===== src/llc_cfg.svh =====
`ifndef LLC_CFG_SVH
`define LLC_CFG_SVH

// Field widths shared by the channel front end

// Line address, tag plus set index
`define LLC_ADDR_W 28

// One cache line of payload
`define LLC_LINE_W 128

// Requester and destination node id
`define LLC_ID_W 4

// Word position inside a line
`define LLC_WOFF_W 2

// Invalidation acknowledge counter
`define LLC_INVACK_W 4

// Memory transfer size code
`define LLC_HSIZE_W 3

`endif


===== src/llc_coh_pkg.sv =====
`default_nettype none

`include "llc_cfg.svh"

package llc_coh_pkg;

    // Coherence message kinds, requests first then responses
    typedef enum logic [2:0] {
        COH_GETS   = 3'd0,
        COH_GETM   = 3'd1,
        COH_PUTS   = 3'd2,
        COH_PUTM   = 3'd3,
        COH_DATA   = 3'd4,
        COH_EDATA  = 3'd5,
        COH_INVACK = 3'd6,
        COH_PUTACK = 3'd7
    } coh_msg_t;

    // Set for data access, clear for opcode fetch
    typedef logic hprot_t;

    typedef logic [`LLC_ADDR_W-1:0] line_addr_t;

    typedef logic [`LLC_ID_W-1:0] cache_id_t;

    typedef logic [`LLC_WOFF_W-1:0] word_offset_t;

endpackage

`default_nettype wire


===== src/llc_msg_pkg.sv =====
`default_nettype none

`include "llc_cfg.svh"

package llc_msg_pkg;

    typedef logic [`LLC_LINE_W-1:0] line_t;

    // One bit per word of the line
    typedef logic [(1 << `LLC_WOFF_W)-1:0] word_mask_t;

    typedef struct packed {
        llc_coh_pkg::coh_msg_t     coh_msg;
        llc_coh_pkg::hprot_t       hprot;
        llc_coh_pkg::line_addr_t   addr;
        line_t                     line;
        llc_coh_pkg::cache_id_t    req_id;
        llc_coh_pkg::word_offset_t word_offset;
        word_mask_t                valid_words;
    } llc_req_t;

    typedef struct packed {
        llc_coh_pkg::coh_msg_t   coh_msg;
        llc_coh_pkg::line_addr_t addr;
        line_t                   line;
        llc_coh_pkg::cache_id_t  req_id;
    } llc_rsp_in_t;

    typedef struct packed {
        line_t line;
    } llc_mem_rsp_t;

    typedef struct packed {
        llc_coh_pkg::coh_msg_t     coh_msg;
        llc_coh_pkg::line_addr_t   addr;
        line_t                     line;
        logic [`LLC_INVACK_W-1:0]  invack_cnt;
        llc_coh_pkg::cache_id_t    req_id;
        llc_coh_pkg::cache_id_t    dest_id;
        llc_coh_pkg::word_offset_t word_offset;
    } llc_rsp_out_t;

    typedef struct packed {
        logic                     hwrite;
        logic [`LLC_HSIZE_W-1:0]  hsize;
        llc_coh_pkg::hprot_t      hprot;
        llc_coh_pkg::line_addr_t  addr;
        line_t                    line;
    } llc_mem_req_t;

endpackage

`default_nettype wire


===== src/chan_bypass_queue.sv =====
`timescale 1ns/100ps
`default_nettype none

// One-deep queue that passes data straight through while the far side
// keeps up, and parks a single payload when it does not
module chan_bypass_queue #(
    parameter int DATA_W = 8
) (
    input  wire logic              clk,
    input  wire logic              rst,

    input  wire logic              in_valid_i,
    output logic                   in_ready_o,
    input  wire logic [DATA_W-1:0] in_data_i,

    output logic                   out_valid_o,
    input  wire logic              out_ready_i,
    output logic [DATA_W-1:0]      out_data_o
);

    logic              full;
    logic              load;
    logic [DATA_W-1:0] hold_q;

    // Accepted upstream but the downstream did not take it
    assign load = in_valid_i && !full && !out_ready_i;

    always_ff @(posedge clk or negedge rst) begin
        if (!rst) begin
            full <= 1'b0;
        end else if (full) begin
            // Drains on a downstream transfer
            full <= !out_ready_i;
        end else begin
            full <= load;
        end
    end

    always_ff @(posedge clk) begin
        if (load) begin
            hold_q <= in_data_i;
        end
    end

    assign in_ready_o = !full;

    assign out_valid_o = in_valid_i || full;

    // Held payload is older, so it goes first
    assign out_data_o = full ? hold_q : in_data_i;

endmodule

`default_nettype wire


===== src/llc_channels.sv =====
`timescale 1ns/100ps
`default_nettype none

// Channel front end of the last-level cache controller
module llc_channels (
    input  wire logic                        clk,
    input  wire logic                        rst,

    input  wire logic                        req_valid_i,
    output logic                             req_ready_o,
    input  wire llc_msg_pkg::llc_req_t       req_i,
    output logic                             req_pop_valid_o,
    input  wire logic                        req_pop_ready_i,
    output llc_msg_pkg::llc_req_t            req_o,
    input  wire logic                        stall_save_i,
    input  wire logic                        stall_restore_i,
    output llc_coh_pkg::line_addr_t          req_addr_o,

    input  wire logic                        rsp_valid_i,
    output logic                             rsp_ready_o,
    input  wire llc_msg_pkg::llc_rsp_in_t    rsp_i,
    output logic                             rsp_pop_valid_o,
    input  wire logic                        rsp_pop_ready_i,
    output llc_msg_pkg::llc_rsp_in_t         rsp_o,
    output llc_coh_pkg::line_addr_t          rsp_addr_o,

    input  wire logic                        mem_rsp_valid_i,
    output logic                             mem_rsp_ready_o,
    input  wire llc_msg_pkg::llc_mem_rsp_t   mem_rsp_i,
    output logic                             mem_rsp_pop_valid_o,
    input  wire logic                        mem_rsp_pop_ready_i,
    output llc_msg_pkg::llc_mem_rsp_t        mem_rsp_o,

    input  wire logic                        rsp_out_valid_i,
    output logic                             rsp_out_ready_o,
    input  wire llc_msg_pkg::llc_rsp_out_t   rsp_out_i,
    output logic                             rsp_out_valid_o,
    input  wire logic                        rsp_out_ready_i,
    output llc_msg_pkg::llc_rsp_out_t        rsp_out_o,

    input  wire logic                        mem_req_valid_i,
    output logic                             mem_req_ready_o,
    input  wire llc_msg_pkg::llc_mem_req_t   mem_req_i,
    output logic                             mem_req_valid_o,
    input  wire logic                        mem_req_ready_i,
    output llc_msg_pkg::llc_mem_req_t        mem_req_o
);

    // Network and memory toward the controller
    llc_input_side u_input_side (
        .clk                (clk),
        .rst                (rst),
        .req_valid_i        (req_valid_i),
        .req_ready_o        (req_ready_o),
        .req_i              (req_i),
        .req_pop_valid_o    (req_pop_valid_o),
        .req_pop_ready_i    (req_pop_ready_i),
        .req_o              (req_o),
        .stall_save_i       (stall_save_i),
        .stall_restore_i    (stall_restore_i),
        .req_addr_o         (req_addr_o),
        .rsp_valid_i        (rsp_valid_i),
        .rsp_ready_o        (rsp_ready_o),
        .rsp_i              (rsp_i),
        .rsp_pop_valid_o    (rsp_pop_valid_o),
        .rsp_pop_ready_i    (rsp_pop_ready_i),
        .rsp_o              (rsp_o),
        .rsp_addr_o         (rsp_addr_o),
        .mem_rsp_valid_i    (mem_rsp_valid_i),
        .mem_rsp_ready_o    (mem_rsp_ready_o),
        .mem_rsp_i          (mem_rsp_i),
        .mem_rsp_pop_valid_o(mem_rsp_pop_valid_o),
        .mem_rsp_pop_ready_i(mem_rsp_pop_ready_i),
        .mem_rsp_o          (mem_rsp_o)
    );

    // Controller toward network and memory
    llc_output_side u_output_side (
        .clk            (clk),
        .rst            (rst),
        .rsp_out_valid_i(rsp_out_valid_i),
        .rsp_out_ready_o(rsp_out_ready_o),
        .rsp_out_i      (rsp_out_i),
        .rsp_out_valid_o(rsp_out_valid_o),
        .rsp_out_ready_i(rsp_out_ready_i),
        .rsp_out_o      (rsp_out_o),
        .mem_req_valid_i(mem_req_valid_i),
        .mem_req_ready_o(mem_req_ready_o),
        .mem_req_i      (mem_req_i),
        .mem_req_valid_o(mem_req_valid_o),
        .mem_req_ready_i(mem_req_ready_i),
        .mem_req_o      (mem_req_o)
    );

endmodule

`default_nettype wire


===== src/llc_input_side.sv =====
`timescale 1ns/100ps
`default_nettype none

module llc_input_side (
    input  wire logic                        clk,
    input  wire logic                        rst,

    // Coherence requests
    input  wire logic                        req_valid_i,
    output logic                             req_ready_o,
    input  wire llc_msg_pkg::llc_req_t       req_i,
    output logic                             req_pop_valid_o,
    input  wire logic                        req_pop_ready_i,
    output llc_msg_pkg::llc_req_t            req_o,
    input  wire logic                        stall_save_i,
    input  wire logic                        stall_restore_i,
    output llc_coh_pkg::line_addr_t          req_addr_o,

    // Coherence responses
    input  wire logic                        rsp_valid_i,
    output logic                             rsp_ready_o,
    input  wire llc_msg_pkg::llc_rsp_in_t    rsp_i,
    output logic                             rsp_pop_valid_o,
    input  wire logic                        rsp_pop_ready_i,
    output llc_msg_pkg::llc_rsp_in_t         rsp_o,
    output llc_coh_pkg::line_addr_t          rsp_addr_o,

    // Memory responses
    input  wire logic                        mem_rsp_valid_i,
    output logic                             mem_rsp_ready_o,
    input  wire llc_msg_pkg::llc_mem_rsp_t   mem_rsp_i,
    output logic                             mem_rsp_pop_valid_o,
    input  wire logic                        mem_rsp_pop_ready_i,
    output llc_msg_pkg::llc_mem_rsp_t        mem_rsp_o
);

    llc_msg_pkg::llc_req_t     req_head;
    llc_msg_pkg::llc_req_t     req_stalled;
    llc_msg_pkg::llc_rsp_in_t  rsp_head;
    llc_msg_pkg::llc_mem_rsp_t mem_rsp_head;

    chan_bypass_queue #(
        .DATA_W($bits(llc_msg_pkg::llc_req_t))
    ) u_req_queue (
        .clk        (clk),
        .rst        (rst),
        .in_valid_i (req_valid_i),
        .in_ready_o (req_ready_o),
        .in_data_i  (req_i),
        .out_valid_o(req_pop_valid_o),
        .out_ready_i(req_pop_ready_i),
        .out_data_o (req_head)
    );

    chan_bypass_queue #(
        .DATA_W($bits(llc_msg_pkg::llc_rsp_in_t))
    ) u_rsp_queue (
        .clk        (clk),
        .rst        (rst),
        .in_valid_i (rsp_valid_i),
        .in_ready_o (rsp_ready_o),
        .in_data_i  (rsp_i),
        .out_valid_o(rsp_pop_valid_o),
        .out_ready_i(rsp_pop_ready_i),
        .out_data_o (rsp_head)
    );

    chan_bypass_queue #(
        .DATA_W($bits(llc_msg_pkg::llc_mem_rsp_t))
    ) u_mem_rsp_queue (
        .clk        (clk),
        .rst        (rst),
        .in_valid_i (mem_rsp_valid_i),
        .in_ready_o (mem_rsp_ready_o),
        .in_data_i  (mem_rsp_i),
        .out_valid_o(mem_rsp_pop_valid_o),
        .out_ready_i(mem_rsp_pop_ready_i),
        .out_data_o (mem_rsp_head)
    );

    // Captured request, a restore beats a new pop
    always_ff @(posedge clk or negedge rst) begin
        if (!rst) begin
            req_o <= '0;
        end else if (stall_restore_i) begin
            req_o <= req_stalled;
        end else if (req_pop_valid_o && req_pop_ready_i) begin
            req_o <= req_head;
        end
    end

    // Parked copy of a request that could not be served yet
    always_ff @(posedge clk or negedge rst) begin
        if (!rst) begin
            req_stalled <= '0;
        end else if (stall_save_i) begin
            req_stalled <= req_o;
        end
    end

    always_ff @(posedge clk or negedge rst) begin
        if (!rst) begin
            rsp_o <= '0;
        end else if (rsp_pop_valid_o && rsp_pop_ready_i) begin
            rsp_o <= rsp_head;
        end
    end

    always_ff @(posedge clk or negedge rst) begin
        if (!rst) begin
            mem_rsp_o <= '0;
        end else if (mem_rsp_pop_valid_o && mem_rsp_pop_ready_i) begin
            mem_rsp_o <= mem_rsp_head;
        end
    end

    // Early line address for the set lookup
    // a low ready means the queue is holding a message
    assign req_addr_o = req_ready_o ? req_i.addr : req_head.addr;
    assign rsp_addr_o = rsp_ready_o ? rsp_i.addr : rsp_head.addr;

endmodule

`default_nettype wire


===== src/llc_output_side.sv =====
`timescale 1ns/100ps
`default_nettype none

module llc_output_side (
    input  wire logic                        clk,
    input  wire logic                        rst,

    // Responses from the controller toward the network
    input  wire logic                        rsp_out_valid_i,
    output logic                             rsp_out_ready_o,
    input  wire llc_msg_pkg::llc_rsp_out_t   rsp_out_i,
    output logic                             rsp_out_valid_o,
    input  wire logic                        rsp_out_ready_i,
    output llc_msg_pkg::llc_rsp_out_t        rsp_out_o,

    // Memory requests from the controller toward memory
    input  wire logic                        mem_req_valid_i,
    output logic                             mem_req_ready_o,
    input  wire llc_msg_pkg::llc_mem_req_t   mem_req_i,
    output logic                             mem_req_valid_o,
    input  wire logic                        mem_req_ready_i,
    output llc_msg_pkg::llc_mem_req_t        mem_req_o
);

    localparam int RSP_OUT_W = $bits(llc_msg_pkg::llc_rsp_out_t);
    localparam int MEM_REQ_W = $bits(llc_msg_pkg::llc_mem_req_t);

    logic [RSP_OUT_W-1:0] rsp_out_bits;
    logic [MEM_REQ_W-1:0] mem_req_bits;

    chan_bypass_queue #(
        .DATA_W(RSP_OUT_W)
    ) u_rsp_out_queue (
        .clk        (clk),
        .rst        (rst),
        .in_valid_i (rsp_out_valid_i),
        .in_ready_o (rsp_out_ready_o),
        .in_data_i  (rsp_out_i),
        .out_valid_o(rsp_out_valid_o),
        .out_ready_i(rsp_out_ready_i),
        .out_data_o (rsp_out_bits)
    );

    chan_bypass_queue #(
        .DATA_W(MEM_REQ_W)
    ) u_mem_req_queue (
        .clk        (clk),
        .rst        (rst),
        .in_valid_i (mem_req_valid_i),
        .in_ready_o (mem_req_ready_o),
        .in_data_i  (mem_req_i),
        .out_valid_o(mem_req_valid_o),
        .out_ready_i(mem_req_ready_i),
        .out_data_o (mem_req_bits)
    );

    // Back to message form for the network side
    assign rsp_out_o = llc_msg_pkg::llc_rsp_out_t'(rsp_out_bits);
    assign mem_req_o = llc_msg_pkg::llc_mem_req_t'(mem_req_bits);

endmodule

`default_nettype wire


===== config.mk =====
export PLATFORM = sky130hd
export DESIGN_NAME = llc_channels
export DESIGN_NICKNAME = d
export VERILOG_FILES = /design/src/llc_coh_pkg.sv /design/src/llc_msg_pkg.sv /design/src/chan_bypass_queue.sv /design/src/llc_channels.sv /design/src/llc_input_side.sv /design/src/llc_output_side.sv
export VERILOG_INCLUDE_DIRS = /design/src
export SDC_FILE = /design/constraint.sdc
export NUM_CORES = 2
export LEC_CHECK = 0
export BUFFER_PORTS_ARGS = -buffer_cell sky130_fd_sc_hd__buf_2
export CORE_AREA = 2 2 656 658
export DETAILED_ROUTE_END_ITERATION = 7
export DIE_AREA = 0 0 658 660
export PLACE_DENSITY = 0.4
export SLEW_MARGIN = 10
export SYNTH_ARGS = -nofsm -noshare
export SYNTH_HDL_FRONTEND = slang
export SYNTH_HIERARCHICAL = 1
export SYNTH_SLANG_ARGS = --single-unit

===== constraint.sdc =====
create_clock -name clk -period 40.4 [get_ports clk]
set_clock_uncertainty 0.15 [all_clocks]
set_input_delay 6.06 -clock clk [delete_from_list [all_inputs] [get_ports clk]]
set_output_delay 6.06 -clock clk [all_outputs]
set_load 0.01 [all_outputs]

==> flow_summary.yaml <==
clocking:
  cts.path.max_buffers: 4
  cts_tree: "done"
  cts_sinks: 1431
  ctsHtreeMaxLevel: 4
  postCtsSetupBuffers: 0
  cts_root_buffer: "clkbuf_16"
  cts.reportedPaths.clkPinSlew_ns: 0.06
  numCtsBuffers: 186
  postCtsHoldBufs: 0
  clk-insertion-delay-late_ns: 0.89
  cts_resized: 0
power_and_ir_drop:
  p_comb_share_pct: 16.9
  p_int_uw: 3030
  power_density_mw_per_mm2: 50.8
  p_leak_uw: 0.0332
  switchingPower_uw: 1200
  p_sw_share_pct: 28.3
  pwr-share-clk_pct: 40.4
  ir_worst_vdd_uv: 34.3
  seqPwrFrac_pct: 42.8
timing:
  rsz0062_at_grt: "no"
  period_minus_slack_ns: 13.14
  timing.final.crit_share_pct: 32.5
  tightestPinTransition_ns: 1.20
  setup_violations: 0
  tns_ns: 0
  fin_ws_ns: 27.26
  slew_headroom_pct: 20.2
  fmax_mhz: 76.1
  maxSlewViolCount: 0
  hold_violations: 0
setup_path:
  r2r-start: "u_input_side/u_rsp_queue/full"
  worst_setup_path_end_kind: "primary output"
  reg2regPathDepth: 6
  regToRegSetupSlack_ns: 36.04
  timing.rr.end: "u_input_side/rsp_o[119]"
  cp.arrival_ns: 6.93
  start_kind: "input port"
  cp_data_required_time_ns: 34.19
  crit_type: "input port to primary output"
  cp_max_fo: 3
drt:
  drt-initial-drc-count: 2139
  drt_wl_total_mm: 259
  drc: 0
  ant_nets: 0
  vias: 39847
  drt_pass1_iterations: 5
  avgViaCountPerCell: 3.54
  wl_per_cell_um: 23.0
synth:
  ys_seq_area_share_pct: 63.4
  synth_area_leader_cell: "edfxtp_1"
  synthTopCellsByArea: "edfxtp_1 38%, dfrtp_1 25%, mux2_2 18%"
  ys_seq_elements: 1431
  synth_xor_area_share_pct: 0
  syn_avg_cell_area_um2: 16.9
  synth_compound_area_share_pct: 3.65
  synth_top_family_by_area: "multiplexers"
  mappedNetlistArea_mm2: 0.0628
  synthesis.nets: 4515
  synth_fa_ha_area_share_pct: 0
  yosysTopAreaCellShare_pct: 38.0
  synth-simple-area-share_pct: 3.52
  synth.distinct_cells: 19
  yosysWarnings: 6
  synthMuxAreaShare_pct: 25.5
  synth_cells: 3706
place:
  place_hpwl_mm: 192
  dp_cells: 10848
  gp_congestion: 0.826
  place_area_mm2: 0.0770
  port_buffers: 1669
  pre_cts_slack_ns: 27.22
global_route:
  grt.total_usage_pct: 11.3
  grt_pass1_wl_mm: 349
  grt_pass1_vias: 41228
  antenna_found_initial: 211
  grt_remaining_overflow: 0
  grt_max_degree: 157
hold_path:
  min_to: "u_input_side/req_o[135]"
  worstHoldPathType: "flip-flop to flip-flop"
  whs_path_depth: 2
  worstHoldStart: "u_input_side/req_stalled[135]"
cells_and_area:
  areaGrowthSynthToFinish_pct: 32.7
  drive_above_1_share_pct: 62.3
  fin_cells: 11243
  fin_area_mm2: 0.0833
  fillers: 46171
  final_common_cell: "buf_2"
  layout_common_cells: "1665 x buf_2, 984 x mux2_2, 795 x edfxtp_1, 631 x dfrtp_1, 328 x mux2_4"
  num-nets-final: 6158
die:
  coreArea_mm2: 0.427
  ios: 1670
  die_area_mm2: 0.434
  die_w_um: 658
  initial_core_util_pct: 14.7
  row_count: 240
  fp.dieH_um: 660
run:
  drv_cap: 0
status:
  status: "finished, final reports clean"
sequential cells by signal (all words and copies together), names as in the netlist:
register                              flops
u_input_side/req_stalled                170
u_input_side/req_o                      170
u_input_side/u_req_queue/full             1
u_input_side/u_req_queue/hold_q         170
u_input_side/u_mem_rsp_queue/hold_q     128
u_output_side/u_mem_req_queue/full        1
u_output_side/u_mem_req_queue/hold_q    161
u_input_side/mem_rsp_o                  128
u_output_side/u_rsp_out_queue/hold_q    173
u_input_side/u_rsp_queue/hold_q         163
u_input_side/u_rsp_queue/full             1
u_output_side/u_rsp_out_queue/full        1
u_input_side/rsp_o                      163
u_input_side/u_mem_rsp_queue/full         1
how the worst max path moves through the flow:
stage	startpoint	to	depth (start not counted)
after floorplan	rsp_out_ready_i	u_output_side/u_rsp_out_queue/hold_q[0]	1
after global placement	req_valid_i	req_pop_valid_o	3
after detailed placement	req_valid_i	req_pop_valid_o	3
after CTS	req_valid_i	req_pop_valid_o	3
after global routing	req_valid_i	req_pop_valid_o	3
final	rsp_i[154]	rsp_addr_o[22]	4
cells in the mapped netlist:
cell type  count
mux2_2       984
edfxtp_1     795
dfrtp_1      636
mux2_4       328
inv_1        175
nand2_1      172
nand4b_1     170
o311ai_2     100
buf_6         90
buf_2         85
o311ai_0      70
clkbuf_1      48
buf_1         18
clkbuf_2      10
buf_4          9
nor3b_1        5
o21ba_2        5
or2_2          5
and2_4         1
per-layer routing:
layer,wire length [um],global-route usage (%)
met5,842,0
met4,9760,3.67
met1,90800,11.5
met3,20000,3.98
met2,137000,21.3
final cells by class:
type                            count  area [um^2]  area share, %
Multi-Input combinational cell   1840        20500           24.7
Timing Repair Buffer             1715         8840           10.6
Antenna cell                       49          123          0.147
Inverter                          175          657          0.789
Clock buffer                      254         5170           6.21
Tap cell                         5687         7120           8.55
Clock inverter                     92          983           1.18
Sequential cell                  1431        39800           47.8
logic make-up after synthesis:
logic type,after synthesis
AO/OA/AOI/OAI,175
multiplexers,1312
flip-flops,1431
buffers and inverters,435
AND/OR/NAND/NOR,353
power groups by stage:
stage                     Clock (uW)  Sequential, uW  Combinational [uW]
final                           1710            1810                 713
after global routing            1830            1830                 762
after CTS                       1780            1810                 737
after detailed placement           0            1840                 734
after global placement             0            1830                 727
after floorplan                    0            1870                 344
per-stage QoR:
step           total power, uW  hold slack, ns  utilization (%)
6_report                  4230           0.312             19.5
5_1_grt                   4430           0.345             19.5
4_1_cts                   4330           0.318             19.5
3_5_place_dp              2570           0.333             18.0
3_3_place_gp              2560           0.327             18.0
2_1_floorplan             2210           0.315                -
worst max-delay path: stages:
cell,delay (ns)
buf_2,0.11
mux2_4,0.27
mux2_2,0.33
buf_2,0.17
Note: power is estimated with default switching activity, not from simulation.
